$ cat src/common/game_pkg.sv
package game_pkg;

    // ~~~~~~~~~~~~~~~~~~~~~~~~~~~~~~~~~~~~~~~~~~~~~~~~~
    // keyboard
    // ~~~~~~~~~~~~~~~~~~~~~~~~~~~~~~~~~~~~~~~~~~~~~~~~~
    typedef logic [9:0] key_vec_t;

    localparam int KEY_P2_UP       = 0;
    localparam int KEY_P2_LEFT     = 1;
    localparam int KEY_MENU_PREV_B = 2;
    localparam int KEY_P2_RIGHT    = 3;
    localparam int KEY_P1_UP       = 4; // doubles as menu next.
    localparam int KEY_P1_LEFT     = 5;
    localparam int KEY_MENU_PREV_A = 6;
    localparam int KEY_P1_RIGHT    = 7;
    localparam int KEY_CONFIRM     = 8;

    // ~~~~~~~~~~~~~~~~~~~~~~~~~~~~~~~~~~~~~~~~~~~~~~~~~
    // menu
    // ~~~~~~~~~~~~~~~~~~~~~~~~~~~~~~~~~~~~~~~~~~~~~~~~~
    typedef logic [2:0] level_t;

    localparam level_t LEVEL_MIN = 3'd1;
    localparam level_t LEVEL_MAX = 3'd5;

    typedef struct packed {
        logic next;
        logic prev;
        logic confirm;
    } menu_evt_t;

    // ~~~~~~~~~~~~~~~~~~~~~~~~~~~~~~~~~~~~~~~~~~~~~~~~~
    // players
    // ~~~~~~~~~~~~~~~~~~~~~~~~~~~~~~~~~~~~~~~~~~~~~~~~~
    typedef struct packed {
        logic up;
        logic left;
        logic right;
    } move_t;

    typedef struct packed {
        logic collision;
        logic land;
        logic should_down;
    } phys_t;

    typedef enum logic [3:0] {
        POSE_STATIC = 4'd6,
        POSE_RIGHT  = 4'd7,
        POSE_LEFT   = 4'd8,
        POSE_UP     = 4'd9
    } pose_e;

    typedef enum logic [1:0] {
        JUMP_IDLE = 2'd0,
        JUMP_RISE = 2'd1,
        JUMP_FALL = 2'd2
    } jump_e;

    typedef logic [29:0] jump_cnt_t;

    typedef struct packed {
        pose_e pose;
        jump_e jump;
    } player_t;

    localparam jump_cnt_t JUMP_RISE_LIMIT = 30'd70_000_000;
    localparam jump_cnt_t JUMP_FALL_LIMIT = 30'd240_000_000;

    // ~~~~~~~~~~~~~~~~~~~~~~~~~~~~~~~~~~~~~~~~~~~~~~~~~
    // vga and menu sprite sheet
    // ~~~~~~~~~~~~~~~~~~~~~~~~~~~~~~~~~~~~~~~~~~~~~~~~~
    typedef logic [9:0]  pix_coord_t;
    typedef logic [16:0] pix_addr_t;

    localparam pix_coord_t MENU_ROW_TOP [1:5] = '{10'd40, 10'd80, 10'd120, 10'd160, 10'd200};
    localparam pix_coord_t MENU_ROW_H      = 10'd25;
    localparam pix_coord_t MENU_COL_X      = 10'd150;
    localparam pix_coord_t MENU_SEL_X      = 10'd148; // highlight starts two pixels early.
    localparam pix_coord_t MENU_COL_END    = 10'd170;
    localparam pix_coord_t MENU_SEL_OFFSET = 10'd127;
    localparam pix_addr_t  SHEET_W         = 17'd320;

endpackage

$ cat src/hw/game_ctrl_top.sv
`timescale 1ns/1ps

module game_ctrl_top #(
    parameter game_pkg::jump_cnt_t RISE_LIMIT = game_pkg::JUMP_RISE_LIMIT,
    parameter game_pkg::jump_cnt_t FALL_LIMIT = game_pkg::JUMP_FALL_LIMIT
) (
    input  logic                 clk,
    input  logic                 rst,
    input  game_pkg::key_vec_t   key_down,
    input  game_pkg::pix_coord_t vga_h,
    input  game_pkg::pix_coord_t vga_v,
    input  game_pkg::phys_t      p1_phys,
    input  game_pkg::phys_t      p2_phys,
    output game_pkg::pix_addr_t  pixel_addr,
    output logic                 flag_cover,
    output game_pkg::level_t     level,
    output logic                 playing,
    output game_pkg::player_t    p1,
    output game_pkg::player_t    p2
);
    import game_pkg::*;

    menu_evt_t menu_evt;
    move_t     p1_move;
    move_t     p2_move;

    // ~~~~~~~~~~~~~~~~~~~~~~~~~~~~~~~~~~~~~~~~~~~~~~~~~
    // input side
    // ~~~~~~~~~~~~~~~~~~~~~~~~~~~~~~~~~~~~~~~~~~~~~~~~~
    key_decoder u_key_decoder (
        .clk      (clk),
        .rst      (rst),
        .key_down (key_down),
        .playing  (playing),
        .menu_evt (menu_evt),
        .p1_move  (p1_move),
        .p2_move  (p2_move)
    );

    // ~~~~~~~~~~~~~~~~~~~~~~~~~~~~~~~~~~~~~~~~~~~~~~~~~
    // menu and players
    // ~~~~~~~~~~~~~~~~~~~~~~~~~~~~~~~~~~~~~~~~~~~~~~~~~
    menu_fsm u_menu_fsm (
        .clk      (clk),
        .rst      (rst),
        .menu_evt (menu_evt),
        .level    (level),
        .playing  (playing),
        .on_cover (flag_cover)
    );

    player_ctrl #(
        .RISE_LIMIT (RISE_LIMIT),
        .FALL_LIMIT (FALL_LIMIT)
    ) u_player1 (
        .clk     (clk),
        .rst     (rst),
        .playing (playing),
        .move    (p1_move),
        .phys    (p1_phys),
        .player  (p1)
    );

    player_ctrl #(
        .RISE_LIMIT (RISE_LIMIT),
        .FALL_LIMIT (FALL_LIMIT)
    ) u_player2 (
        .clk     (clk),
        .rst     (rst),
        .playing (playing),
        .move    (p2_move),
        .phys    (p2_phys),
        .player  (p2)
    );

    // ~~~~~~~~~~~~~~~~~~~~~~~~~~~~~~~~~~~~~~~~~~~~~~~~~
    // output side
    // ~~~~~~~~~~~~~~~~~~~~~~~~~~~~~~~~~~~~~~~~~~~~~~~~~
    menu_addr_gen u_menu_addr_gen (
        .clk        (clk),
        .rst        (rst),
        .vga_h      (vga_h),
        .vga_v      (vga_v),
        .level      (level),
        .playing    (playing),
        .on_cover   (flag_cover),
        .pixel_addr (pixel_addr)
    );

endmodule

$ cat src/hw/key_decoder.sv
`timescale 1ns/1ps

module key_decoder (
    input  logic               clk,
    input  logic               rst,
    input  game_pkg::key_vec_t key_down,
    input  logic               playing,
    output game_pkg::menu_evt_t menu_evt,
    output game_pkg::move_t    p1_move,
    output game_pkg::move_t    p2_move
);
    import game_pkg::*;

    logic armed; // cleared after next/prev until all keys are up.
    logic next_key;
    logic prev_key;

    assign next_key = key_down[KEY_P2_UP] | key_down[KEY_P1_UP];
    assign prev_key = key_down[KEY_MENU_PREV_B] | key_down[KEY_MENU_PREV_A];

    // ~~~~~~~~~~~~~~~~~~~~~~~~~~~~~~~~~~~~~~~~~~~~~~~~~
    // menu events
    // ~~~~~~~~~~~~~~~~~~~~~~~~~~~~~~~~~~~~~~~~~~~~~~~~~
    always_ff @(posedge clk or posedge rst) begin
        if (rst) begin
            armed    <= 1'b1;
            menu_evt <= '0;
        end else begin
            menu_evt <= '0; // single-cycle pulses.
            if (key_down == '0) begin
                armed <= 1'b1;
            end else if (armed && !playing) begin
                if (next_key) begin
                    menu_evt.next <= 1'b1;
                    armed         <= 1'b0;
                end else if (prev_key) begin
                    menu_evt.prev <= 1'b1;
                    armed         <= 1'b0;
                end else if (key_down[KEY_CONFIRM]) begin
                    menu_evt.confirm <= 1'b1; // held confirm repeats.
                end
            end
        end
    end

    // ~~~~~~~~~~~~~~~~~~~~~~~~~~~~~~~~~~~~~~~~~~~~~~~~~
    // move intents
    // ~~~~~~~~~~~~~~~~~~~~~~~~~~~~~~~~~~~~~~~~~~~~~~~~~
    always_comb begin
        p1_move = '0;
        p2_move = '0;
        if (playing) begin
            p1_move.up    = key_down[KEY_P1_UP];
            p1_move.left  = key_down[KEY_P1_LEFT];
            p1_move.right = key_down[KEY_P1_RIGHT];
            p2_move.up    = key_down[KEY_P2_UP];
            p2_move.left  = key_down[KEY_P2_LEFT];
            p2_move.right = key_down[KEY_P2_RIGHT];
        end
    end

endmodule

$ cat src/hw/menu_addr_gen.sv
`timescale 1ns/1ps

module menu_addr_gen (
    input  logic                 clk,
    input  logic                 rst,
    input  game_pkg::pix_coord_t vga_h,
    input  game_pkg::pix_coord_t vga_v,
    input  game_pkg::level_t     level,
    input  logic                 playing,
    input  logic                 on_cover,
    output game_pkg::pix_addr_t  pixel_addr
);
    import game_pkg::*;

    pix_coord_t h_half;
    pix_coord_t v_half;
    pix_addr_t  addr_nxt;
    pix_addr_t  addr_q;

    // sprite sheet is drawn at half resolution.
    assign h_half = vga_h >> 1;
    assign v_half = vga_v >> 1;

    // ~~~~~~~~~~~~~~~~~~~~~~~~~~~~~~~~~~~~~~~~~~~~~~~~~
    // row lookup
    // ~~~~~~~~~~~~~~~~~~~~~~~~~~~~~~~~~~~~~~~~~~~~~~~~~
    always_comb begin
        pix_coord_t top;
        pix_addr_t  line_base;
        addr_nxt = '0;
        for (int k = 1; k <= 5; k++) begin
            top       = MENU_ROW_TOP[k];
            line_base = pix_addr_t'(v_half - top + 10'd1) * SHEET_W;
            if (v_half >= top && v_half < top + MENU_ROW_H) begin
                if (level == level_t'(k)) begin
                    // chosen row reads the highlighted copy.
                    if (h_half >= MENU_SEL_X && h_half < MENU_COL_END) begin
                        addr_nxt = pix_addr_t'(h_half - MENU_SEL_OFFSET) + line_base;
                    end
                end else if (h_half >= MENU_COL_X && h_half < MENU_COL_END) begin
                    addr_nxt = pix_addr_t'(h_half - MENU_COL_X) + line_base;
                end
            end
        end
        if (playing || on_cover) begin
            addr_nxt = '0; // menu not on screen.
        end
    end

    always_ff @(posedge clk or posedge rst) begin
        if (rst) begin
            addr_q <= '0;
        end else begin
            addr_q <= addr_nxt;
        end
    end

    assign pixel_addr = addr_q;

endmodule

$ cat src/hw/menu_fsm.sv
`timescale 1ns/1ps

module menu_fsm (
    input  logic                clk,
    input  logic                rst,
    input  game_pkg::menu_evt_t menu_evt,
    output game_pkg::level_t    level,
    output logic                playing,
    output logic                on_cover
);
    import game_pkg::*;

    level_t level_q;
    logic   playing_q;
    logic   cover_q;

    // ~~~~~~~~~~~~~~~~~~~~~~~~~~~~~~~~~~~~~~~~~~~~~~~~~
    // level select
    // ~~~~~~~~~~~~~~~~~~~~~~~~~~~~~~~~~~~~~~~~~~~~~~~~~
    always_ff @(posedge clk or posedge rst) begin
        if (rst) begin
            level_q <= LEVEL_MIN;
        end else if (menu_evt.next) begin
            if (level_q < LEVEL_MAX) begin
                level_q <= level_q + 3'd1;
            end
        end else if (menu_evt.prev) begin
            if (level_q > LEVEL_MIN) begin
                level_q <= level_q - 3'd1;
            end
        end
    end

    // ~~~~~~~~~~~~~~~~~~~~~~~~~~~~~~~~~~~~~~~~~~~~~~~~~
    // cover and play mode
    // ~~~~~~~~~~~~~~~~~~~~~~~~~~~~~~~~~~~~~~~~~~~~~~~~~
    always_ff @(posedge clk or posedge rst) begin
        if (rst) begin
            cover_q   <= 1'b1;
            playing_q <= 1'b0;
        end else if (menu_evt.confirm) begin
            if (cover_q) begin
                cover_q <= 1'b0; // first confirm leaves the title.
            end else begin
                playing_q <= 1'b1; // sticky until reset.
            end
        end
    end

    assign level    = level_q;
    assign playing  = playing_q;
    assign on_cover = cover_q;

endmodule

$ cat src/player/player_ctrl.sv
`timescale 1ns/1ps

module player_ctrl #(
    parameter game_pkg::jump_cnt_t RISE_LIMIT = game_pkg::JUMP_RISE_LIMIT,
    parameter game_pkg::jump_cnt_t FALL_LIMIT = game_pkg::JUMP_FALL_LIMIT
) (
    input  logic              clk,
    input  logic              rst,
    input  logic              playing,
    input  game_pkg::move_t   move,
    input  game_pkg::phys_t   phys,
    output game_pkg::player_t player
);
    import game_pkg::*;

    player_t   state_q;
    player_t   state_nxt;
    jump_cnt_t cnt_q;
    jump_cnt_t cnt_nxt;

    jump_e     step_jump;
    jump_cnt_t step_cnt;
    jump_e     fall_jump;
    jump_cnt_t fall_cnt;

    // ~~~~~~~~~~~~~~~~~~~~~~~~~~~~~~~~~~~~~~~~~~~~~~~~~
    // jump phase steps
    // ~~~~~~~~~~~~~~~~~~~~~~~~~~~~~~~~~~~~~~~~~~~~~~~~~
    // fall part only.
    always_comb begin
        if (cnt_q < FALL_LIMIT && !phys.land) begin
            fall_jump = JUMP_FALL;
            fall_cnt  = cnt_q + 1'b1;
        end else begin
            fall_jump = JUMP_IDLE; // landed or timed out.
            fall_cnt  = '0;
        end
    end

    // full step: rise until limit or head hit, then fall.
    always_comb begin
        if (cnt_q < RISE_LIMIT && !phys.collision && state_q.jump != JUMP_FALL) begin
            step_jump = JUMP_RISE;
            step_cnt  = cnt_q + 1'b1;
        end else begin
            step_jump = fall_jump;
            step_cnt  = fall_cnt;
        end
    end

    // ~~~~~~~~~~~~~~~~~~~~~~~~~~~~~~~~~~~~~~~~~~~~~~~~~
    // pose and next state
    // ~~~~~~~~~~~~~~~~~~~~~~~~~~~~~~~~~~~~~~~~~~~~~~~~~
    always_comb begin
        state_nxt = state_q;
        cnt_nxt   = cnt_q;
        if (!move.up && !move.left && !move.right) begin
            if (state_q.jump == JUMP_IDLE) begin
                state_nxt.pose = POSE_STATIC;
                cnt_nxt        = '0;
            end else begin
                state_nxt.jump = step_jump; // finish the airborne phase.
                cnt_nxt        = step_cnt;
            end
        end else if (move.up && !move.left && !move.right) begin
            state_nxt.pose = POSE_UP;
            state_nxt.jump = step_jump;
            cnt_nxt        = step_cnt;
        end else if (move.left != move.right) begin
            if (move.left) begin
                state_nxt.pose = POSE_LEFT;
            end else begin
                state_nxt.pose = POSE_RIGHT;
            end
            if ((move.up || state_q.jump != JUMP_IDLE) && !phys.should_down) begin
                state_nxt.jump = step_jump;
                cnt_nxt        = step_cnt;
            end else if (phys.should_down) begin
                state_nxt.jump = fall_jump; // walked off an edge.
                cnt_nxt        = fall_cnt;
            end else begin
                state_nxt.jump = JUMP_IDLE;
            end
        end else if (state_q.jump != JUMP_IDLE) begin
            state_nxt.jump = step_jump; // both sides held, pose kept.
            cnt_nxt        = step_cnt;
        end
    end

    always_ff @(posedge clk or posedge rst) begin
        if (rst) begin
            state_q.pose <= POSE_STATIC;
            state_q.jump <= JUMP_IDLE;
            cnt_q        <= '0;
        end else if (!playing) begin
            state_q.pose <= POSE_STATIC; // held in reset outside play.
            state_q.jump <= JUMP_IDLE;
            cnt_q        <= '0;
        end else begin
            state_q <= state_nxt;
            cnt_q   <= cnt_nxt;
        end
    end

    assign player = state_q;

endmodule

$ cat config.mk
export PLATFORM = sky130hd
export DESIGN_NAME = game_ctrl_top
export DESIGN_NICKNAME = d
export VERILOG_FILES = /design/src/common/game_pkg.sv /design/src/hw/game_ctrl_top.sv /design/src/hw/key_decoder.sv /design/src/hw/menu_addr_gen.sv /design/src/hw/menu_fsm.sv /design/src/player/player_ctrl.sv
export SDC_FILE = /design/constraint.sdc
export NUM_CORES = 1
export LEC_CHECK = 0
export BUFFER_PORTS_ARGS = -buffer_cell sky130_fd_sc_hd__clkbuf_2
export CORE_ASPECT_RATIO = 1.75
export CORE_MARGIN = 8
export CORE_UTILIZATION = 57
export CTS_CLUSTER_DIAMETER = 200
export CTS_CLUSTER_SIZE = 16
export DETAILED_ROUTE_END_ITERATION = 8
export PLACE_DENSITY = 0.89
export SLEW_MARGIN = 20
export SYNTH_ARGS = -nofsm -noshare
export SYNTH_HDL_FRONTEND = slang
export SYNTH_SLANG_ARGS = --single-unit
$ cat constraint.sdc
create_clock -name clk -period 3.4 [get_ports clk]
set_clock_uncertainty 0.2 [all_clocks]
set_input_delay 0.68 -clock clk [delete_from_list [all_inputs] [get_ports clk]]
set_output_delay 0.68 -clock clk [all_outputs]
set_load 0.03 [all_outputs]
==> results summary, run 1 <==
The run stopped with a tool error. Progress stopped at global routing (5_1_grt). The first error in the log reads "[ERROR GRT-0232] Routing congestion too high. Check the congestion heatmap in the GUI". The number of distinct library cells after synthesis is 91.

After the last repair the worst path ends at a sequential cell input. The number of warnings issued by yosys came out at 0. The longest clock path from root to sink contains 2 buffers. Of all cell types, the one taking the most synthesized area is sky130_fd_sc_hd__dfrtp_1.

The horizontal die dimension came out at 132 um. The sequential cell area fraction in the yosys report is 18.1%. The clock tree root buffer cell is sky130_fd_sc_hd__clkbuf_16. The number of levels the H-tree was split into is 3.

The number of buffers created by CTS came out at 9. The number of buffers added on ports is 69. Counting flops with an async set or reset pin after synthesis yields a share of 100%. The number of enable flip-flop cells after synthesis came out at 0. Among all flip-flop cells after synthesis, the most frequent one is sky130_fd_sc_hd__dfrtp_1.

The number of buffers inserted for hold repair after clock tree synthesis came out at 0. The mapped cell area came out at 13300 um^2. The pin count of the biggest net entering global routing came out at 84.

Counting tap cells, the placed design contains a total of 2443 instances. The detailed-placement wirelength estimate came out at 42500 um. CTS saw 96 sinks.

Routability-driven placement finished with a final weighted congestion of 1.14. Pin placement for this block handled 72 I/O pins. Of the post-synthesis cell area, the dominant cell type holds 17.1%. The aggregate global routing overflow is 455. The initial core utilization is 57.6%. The post-synthesis instance total came out at 1739. When the global-route repair_timing finished, the worst setup path ended at u_menu_addr_gen.pixel_addr[15]$_DFF_PP0_/D. Across every metal layer, demand over resource in global routing totals 76.4%. Synthesis produced a netlist with a net count of 1946. The mean area per synthesized cell is 7.66 um^2. After detailed placement, the total cell area comes to 17300 um^2. The floorplan row count is 74. The die boundary height is 218 um. By area the synthesized netlist is led by sky130_fd_sc_hd__dfrtp_1 (17%), sky130_fd_sc_hd__ha_1 (15%), sky130_fd_sc_hd__xnor2_1 (7.3%). In this run, synthesis produced a sequential element count of 96.
-- synth_stat cells (all sizes together) (16+ instances only) --
cell and number:
xnor2 111, o31ai 36, a211oi 16, and3 32, nor2 132, o22ai 40, a21oi 103, nand2b 27
nor2b 32, clkbuf 67, a31oi 23, a221oi 17, o41ai 17, nor3 34, ha 163, a21o 36
and2 16, buf 20, dfrtp 91, xor2 50, o21ai 185, nand2 182, inv 56, a22oi 19
nand3 58
-- through the flow --
stage               util [%]  worst slack, ps  setup TNS [ps]  hold WS (ps)
floorplan                  -            -1100           -6820           163
global placement        74.6            -1670          -13480           168
detailed placement      74.6            -1960          -16200           192
CTS                     78.1            -1400           -8580          27.6
-- kinds of logic after synthesis --
family                     after synthesis  share of synthesized area (%)
xor gates and xnor gates               167                           11.7
buffers and inverters                  143                           4.36
muxes                                    7                          0.563
AOI/OAI and AO/OA                      585                           28.4
DFF                                     96                           18.1
adders and majority gates              169                           16.2
and+or+nand+nor                        572                           20.7
-- layer usage --
metal | GRT usage, % | overflow
met1 | 72.1 | 11
met2 | 93.7 | 285
met3 | 65.4 | 15
met4 | 78.3 | 143
met5 | 29.9 | 1
-- timing repair --
| item | CTS |
|---|---|
| hold endpoints to repair | 0 |
| setup endpoints to repair | 14 |
| pin swaps | 39 |
| gates resized for setup | 82 |
| setup buffers | 8 |
==> run 2, diff against run 1 <==
- CORE_ASPECT_RATIO: 1.75 -> not set
- CORE_UTILIZATION: 57 -> 40
- CTS_CLUSTER_DIAMETER: 200 -> not set
- CTS_CLUSTER_SIZE: 16 -> not set
- PLACE_DENSITY: 0.89 -> not set
- PLACE_DENSITY_LB_ADDON: not set -> 0.15
- clock period: 3.4 -> 4.4 ns (I/O delays scaled with it)
==> run 2 against run 1 <==
The flow now finishes, with violations (setup timing). Synthesized cell count did not move. Area after synthesis unchanged.
==> results summary, run 2 <==
The worst register-to-register path begins at u_menu_fsm.level[0]. The worst max-slew margin expressed relative to the limit is 32.2%. The cell area after placement is 16800 um^2. The share of the synthesized area in the top cell type came out at 17.1%. The final period demand of the worst path is 4820 ps. The final critical-path share of the clock period came out at 110%. In the synthesized netlist the dominant register cell turns out to be sky130_fd_sc_hd__dfrtp_1. The path category of the worst min-delay check is flop to flop. The total placed cells including tap cells is 2521. The detailed-placement wirelength estimate came out at 35100 um. In the layout the commonest cells are sky130_fd_sc_hd__buf_4 (361), sky130_fd_sc_hd__nand2_1 (178), sky130_fd_sc_hd__o21ai_0 (159), sky130_fd_sc_hd__ha_1 (137), sky130_fd_sc_hd__nor2_1 (124). The depth of the worst hold-timing path is 1. The power density normalized to cell area came out at 351 nW/um^2. The number of buffers created by CTS came out at 9. The number of fill cells in the layout came out at 3164. The share of flip-flops with an asynchronous set or reset after synthesis came out at 100%.

The highest achievable clock rate came out at 0.207 GHz. The pin count of the biggest net entering global routing is 39. After clock tree synthesis, the clock-pin slew on the worst setup and hold paths is 70 ps. Setup violations remaining at the end of the flow were counted as 5. The detailed router placed 14600 vias in this run. The die boundary height is 199 um. The number of warnings issued by yosys came out at 0.

The number of global-route vias before repair came out at 13900. The final hold violation count came out at 0. The startpoint class of the critical path is a primary input.

The total area inside the core boundary comes to 33200 um^2. After synthesis, the netlist uses 91 different library cells. The die covers 39400 um^2. The finished cells cover 18000 um^2. Of the cells placed in the final design, the portion with a size suffix greater than 1 is 30.1%.

The synthesis-to-layout area growth came out at 35.0%. The global-route wire length before repair came out at 71500 um. The critical-path maximum fanout came out at 6. The share of the Yosys chip area taken by registers is 18.1%. The count of boundary I/O pins came out at 72.

The first-pass detailed-route iteration total is 6. Once layout is complete, the utilization of the core stands at 54.2%. Setup slack on the critical path of the routed design comes to -422 ps. The leakage power of the design is 8.16 nW.

The initial DRC count came out at 1045. The longest clock path from root to sink contains 2 buffers. The initial antenna violation count is 0.

For this design, the CTS-stage hold fixing added 0 buffers. The repair_antennas step left the layout with diodes totalling 0. The peak ir drop on the vdd network is 0.271 mV.

The final total power is 6.31 mW. Hold is met by 183 ps. The initial core utilization came out at 40.2%. The most common cell in the synthesized netlist is sky130_fd_sc_hd__nand2_1. The final reports fail on setup timing. For the worst setup path, the data arrival time is 4870 ps. TritonCTS built the clock tree. In the global route stage, overall resource usage came out at 22.2%. The register-to-register setup slack came out at 950 ps.

For the pin with the worst max-slew slack, the measured transition is 1020 ps. Among the stages of the critical path, the cell type that occurs most often is sky130_fd_sc_hd__xor2_2. The mean area per synthesized cell came out at 7.66 um^2. The wire length after detailed routing came out at 45000 um. The clock drives 96 sinks. Clock tree synthesis selected as its root buffer the cell sky130_fd_sc_hd__clkbuf_16. The via-per-instance ratio came out at 5.70. The mapped cell area came out at 13300 um^2.

OpenSTA, run right after detailed placement, puts the worst setup slack at -997 ps. The maximum single-stage delay on the critical path came out at 380 ps. Setup repair after global routing could not meet its margin everywhere. The final max-slew violation count came out at 0. The weighted congestion at the end of routability-driven global placement came out at 0.954. The total negative slack for setup checks came out at -1520 ps.

In this run the core area contains 67 standard-cell rows. The number of buffers added on ports came out at 69. The DRC violations left came out at 0. The die is 199 um wide. The synthesized net count is 1946. Ranked by total cell area, the synthesized netlist is headed by sky130_fd_sc_hd__dfrtp_1 (17%), sky130_fd_sc_hd__ha_1 (15%), sky130_fd_sc_hd__xnor2_1 (7.3%). STA puts the critical path data required time at 4450 ps. The cell taking the most area after synthesis is sky130_fd_sc_hd__dfrtp_1. Synthesis handed over a netlist of 1739 instances.

The count of placed standard cells in the final layout, fillers left out is 2552. The leading cell type in the layout, fill and taps excluded is sky130_fd_sc_hd__buf_4. The clock reaches the later pin of the worst-skew pair after 350 ps. Among all stages on the critical path, the largest delay is contributed by sky130_fd_sc_hd__or3_4. The remaining antenna violation count after routing is 0.

The number of cells on the worst reg-to-reg path is 10. The run finished, with violations left. The routed length per instance came out at 17.6 um. The signal on the critical path passes through buf_8 -> clkinvlp_4 -> buf_6 -> ha_4 -> nand4bb_4 -> or2_4 -> xor2_2 -> ha_1 -> ha_4 -> o21ai_2 -> nand2b_1 -> xor2_2 -> ha_2 -> or3_4 -> o21ai_4 -> xor2_2 -> nor2_2 -> a22oi_2 -> o32ai_2 -> o221ai_1 -> a221oi_1.

The aggregate global routing overflow came out at 0. The critical hold path startpoint is u_key_decoder.menu_evt[0]. The destination of the worst hold path is u_menu_fsm.on_cover. The number of synthesized register bits is 96.

The capture instance of the worst register-to-register path is u_menu_addr_gen.pixel_addr[9]. STA classifies the critical path endpoint as a flop. The number of max-cap violations came out at 0. In the synthesized netlist, the cells that appear most often are sky130_fd_sc_hd__nand2_1 (181), sky130_fd_sc_hd__o21ai_0 (176), sky130_fd_sc_hd__ha_1 (163), sky130_fd_sc_hd__nor2_1 (132), sky130_fd_sc_hd__xnor2_1 (111).

The kind of critical path is primary input to flop. The number of levels the H-tree was split into came out at 3. The post-layout net count is 2306. The number of enable flip-flop cells after synthesis came out at 0.
-- run 2: cell counts after synthesis --
No cell type changed its count.
-- run 2: cells by family after synthesis --
group           count (synthesis)  synth area share, %
flops                          96                 18.1
mux                             7                0.563
buf+inv                       143                 4.36
compound gates                585                 28.4
simple gates                  572                 20.7
xor+xnor                      167                 11.7
fa+ha+maj                     169                 16.2
-- run 2: worst max path at each step --
stage | from | endpoint | slack [ps] | cells past startpoint
floorplan | vga_v[5] | u_menu_addr_gen.pixel_addr[15] | -300 | 20
global placement | vga_v[5] | u_menu_addr_gen.pixel_addr[14] | -960 | 20
detailed placement | vga_v[5] | u_menu_addr_gen.pixel_addr[14] | -1000 | 20
CTS | vga_v[5] | u_menu_addr_gen.pixel_addr[14] | -340 | 22
global route | vga_v[5] | u_menu_addr_gen.pixel_addr[15] | -570 | 21
finish | vga_v[5] | u_menu_addr_gen.pixel_addr[14] | -420 | 21
-- run 2: what timing repair did --
item                                    CTS  global route
endpoints found under the setup margin    7             7
pin swaps                                34            50
gates resized for setup                  65            93
cloned                                    0             0
setup buffers                            13             3
hold endpoints to repair                  0             0
-- run 2: power breakdown --
| group | internal [mW] | total, mW | switching, mW | leakage, nW |
|---|---|---|---|---|
| sequential | 0.890 | 0.896 | 0.00615 | 1.32 |
| combinational | 2.34 | 4.59 | 2.25 | 6.69 |
| clock | 0.452 | 0.828 | 0.376 | 0.146 |
| total | 3.68 | 6.31 | 2.63 | 8.16 |
-- run 2: layer usage --
metal,wire length (um),track usage [%]
met1,20200,29.6
met2,21100,37.6
met3,2650,2.91
met4,974,5.85
met5,0,0
-- run 2: critical path, delay by kind of cell --
kind | cells | cell delay, ps
AOI/OAI and AO/OA | 6 | 970
xor gates and xnor gates | 3 | 500
adders and majority gates | 4 | 1060
buffers and inverters | 3 | 320
and+or+nand+nor | 5 | 1130
-- run 2: layout make-up --
| class | instances | area (um^2) | area share [%] |
|---|---|---|---|
| Sequential cell | 96 | 2410 | 13.4 |
| Clock inverter | 7 | 87.6 | 0.487 |
| Inverter | 56 | 224 | 1.24 |
| Tap cell | 448 | 561 | 3.12 |
| Timing Repair Buffer | 436 | 3150 | 17.5 |
| Multi-Input combinational cell | 1500 | 11300 | 63.0 |
| Clock buffer | 9 | 225 | 1.25 |
Note: power is estimated with default switching activity, not from simulation.
==> run 3, diff against run 2 <==
- CORE_ASPECT_RATIO: not set -> 0.75
- CTS_BUF_LIST: not set -> sky130_fd_sc_hd__clkbuf_8
==> run 3 against run 2 <==
Combinational power is 14% higher. Sequential share of layout area is 0.65 points lower. Worst hold slack better by 29 ps. Power is 6.8% higher. Critical endpoint is now u_menu_addr_gen.pixel_addr[16]. Core utilization is 2.8 points higher. Sequential power hardly changed. The run still ends with setup timing left. Non-clock buffer count is 27 higher.
==> results summary, run 3 (synthesis results as in run 2) <==
The run finished, with violations left. The final reports fail on setup timing. The clock latency of the later-clocked register in the worst-skew pair is 370 ps. The number of buffers added on ports is 69.

For this configuration, the core starts out at a cell density of 40.2%. The endpoint identified for the worst register-to-register timing path is u_player2.cnt_q[6]. For flop-to-flop paths, the worst setup slack is 920 ps. For this run the aggregate overflow at the end of global routing stands at 0. The critical hold path startpoint is u_key_decoder.menu_evt[0]. The number of global-route vias before repair was 13900. The horizontal die dimension came out at 227 um. The depth of the worst hold-timing path came out at 1. The antenna diode count is 0. The global routing usage summed across all routing layers is 23.3%.

The worst hold path terminates at u_menu_fsm.on_cover. The weighted congestion at the end of routability-driven global placement is 0.982. The number of fill cells in the layout came out at 3020. The standard cell core area is 33200 um^2. Setup repair after global routing could not meet its margin everywhere. In this run the clock root is driven by a sky130_fd_sc_hd__clkbuf_8. The worst hold path belongs to the class flop to flop.

The worst setup path is of the primary input to flop kind. The die boundary height came out at 174 um. The overall via count from detail_route is 14800. The leakage power of the design came out at 8.40 nW. The count of placed standard cells in the final layout, fillers left out is 2581. The setup-violating endpoint count in the final report is 5. The wire length after detailed routing came out at 47900 um. After detailed routing, the number of vias per cell comes to 5.72. The launch point of the worst reg-to-reg path is u_menu_fsm.playing. The number of buffers created by CTS came out at 9.

The tool flagged a number of max-cap violations equal to 0. The CTS tree is yes. For this design the top-level I/O count stands at 72. In this run, post-CTS hold repair placed 0 buffers. The floorplan row count is 58.

The remaining antenna violation count after routing is 0. Traced cell by cell, the critical path runs through buf_8 -> clkinvlp_4 -> buf_6 -> buf_6 -> ha_4 -> xor2_4 -> buf_4 -> buf_4 -> o21ai_2 -> nor3b_2 -> a31oi_1 -> xnor2_1 -> ha_1 -> ha_4 -> xor2_2 -> ha_1 -> buf_4 -> a31o_2 -> a21oi_2 -> xnor2_2 -> o211ai_1 -> a32oi_1 -> a31oi_1. The routed length per instance came out at 18.6 um. The maximum single-stage delay on the critical path is 320 ps. For the pin with the worst max-slew slack, the measured transition is 969 ps. For this design, the slowest cell found on the critical path is sky130_fd_sc_hd__ha_1. The startpoint class of the critical path is a primary input. In the layout the commonest cells are sky130_fd_sc_hd__buf_4 (376), sky130_fd_sc_hd__nand2_1 (179), sky130_fd_sc_hd__o21ai_0 (151), sky130_fd_sc_hd__nor2_1 (124), sky130_fd_sc_hd__ha_1 (107).

The die covers 39500 um^2. The power density normalized to cell area came out at 357 nW/um^2. The final max-slew violation count came out at 0. The maximum root-to-sink buffer count came out at 2. The first global-routing pass estimated 75500 um of wire.

Clock-pin slew was measured on the worst setup and hold paths at 100 ps. Counting cells, the worst reg-to-reg path comes to 8. The post-layout net count came out at 2333. The worst setup margin came out at -284 ps.

The data arrival time of the critical path is 4740 ps. The final hold violation count is 0. The initial antenna violation count is 0. Leaving out fill and tap cells, the most frequent cell in the layout is sky130_fd_sc_hd__buf_4. The worst hold slack after final layout came out at 212 ps.

The most common cell type on the critical path is sky130_fd_sc_hd__buf_4. After legalization and detailed placement, the total HPWL measured 36900 um. Entering global routing, the biggest net connects 74 pins. STA puts the critical path data required time at 4450 ps.

The final critical-path share of the clock period came out at 106%. The critical-path maximum fanout came out at 4. The initial DRC count came out at 1372. The worst path in the final design needs a cycle of 4680 ps, including I/O delays and setup.

STA classifies the critical path endpoint as a flop. Across the VDD grid, the largest voltage drop is 0.236 mV. The DRC violations left came out at 0. From synthesis to final layout, the design area changed by 41.9%.

The worst max-slew margin expressed relative to the limit is 35.4%. For this run, the top clock speed supported by timing is 0.213 GHz. The total placed cells including tap cells is 2529.

The pre-antenna-repair detailed-routing pass consisted of 5 iterations. The fraction of final layout cells sized beyond drive strength 1 is 34.3%. The CTS sink count is 96. The H-tree was split into 3 levels.
-- run 3: where the power goes --
part | internal [mW] | leakage [nW] | total, mW | switching [mW]
Sequential | 0.890 | 1.32 | 0.896 | 0.00674
Combinational | 2.67 | 6.98 | 5.25 | 2.58
Clock | 0.276 | 0.103 | 0.600 | 0.325
-- run 3: layout make-up --
class	instances	area (um^2)	share of cell area (%)
timing repair buffer	463	3450	18.3
clock inverter	6	60.1	0.318
inverter	56	224	1.18
sequential	96	2410	12.7
tap	450	563	2.98
clock buffer	10	138	0.728
multi-input combinational	1500	12100	63.8
-- run 3: what timing repair did --
action                     4_1_cts  5_1_grt
setup buffers                   21       16
gates resized for setup        105      157
pin swaps                       62      107
setup endpoints to repair        7        7
-- run 3: worst max path at each step --
stage,cells past startpoint,endpoint,startpoint
final,23,u_menu_addr_gen.pixel_addr[16],vga_v[5]
after global routing,22,u_menu_addr_gen.pixel_addr[16],vga_v[6]
after CTS,22,u_menu_addr_gen.pixel_addr[14],vga_v[5]
after detailed placement,20,u_menu_addr_gen.pixel_addr[14],vga_v[1]
after global placement,19,u_menu_addr_gen.pixel_addr[14],vga_v[5]
after floorplan,20,u_menu_addr_gen.pixel_addr[15],vga_v[5]
-- run 3: worst max-delay path: cells and delay by family --
family / cells / cell delay [ps]
xor+xnor: 4 / 720
compound gates: 7 / 1050
fa+ha+maj: 4 / 1030
buf+inv: 7 / 860
simple gates: 1 / 200
-- run 3: routing by layer --
metal | global-route usage, % | vias to the layer above | share of wire, % | wire (um)
li1 | - | 7185 | - | -
met1 | 35.6 | 7090 | 49 | 23600
met2 | 35.3 | 461 | 43 | 20800
met3 | 2.69 | 32 | 6.2 | 2970
met4 | 3.04 | 0 | 1.0 | 500
met5 | 0 | - | 0 | 0
-- run 3: metrics by stage --
step	utilization [%]	setup WS, ps	power, mW	setup TNS (ps)	cell area (um^2)
after floorplan	-	-304	3.35	-1570	13600
after global placement	50.9	-953	5.07	-5640	16900
after detailed placement	50.9	-1010	5.11	-5980	16900
after CTS	53.9	-297	6.12	-1200	17900
after global routing	57.0	-391	7.20	-1540	18900
final	57.0	-284	6.75	-1020	18900
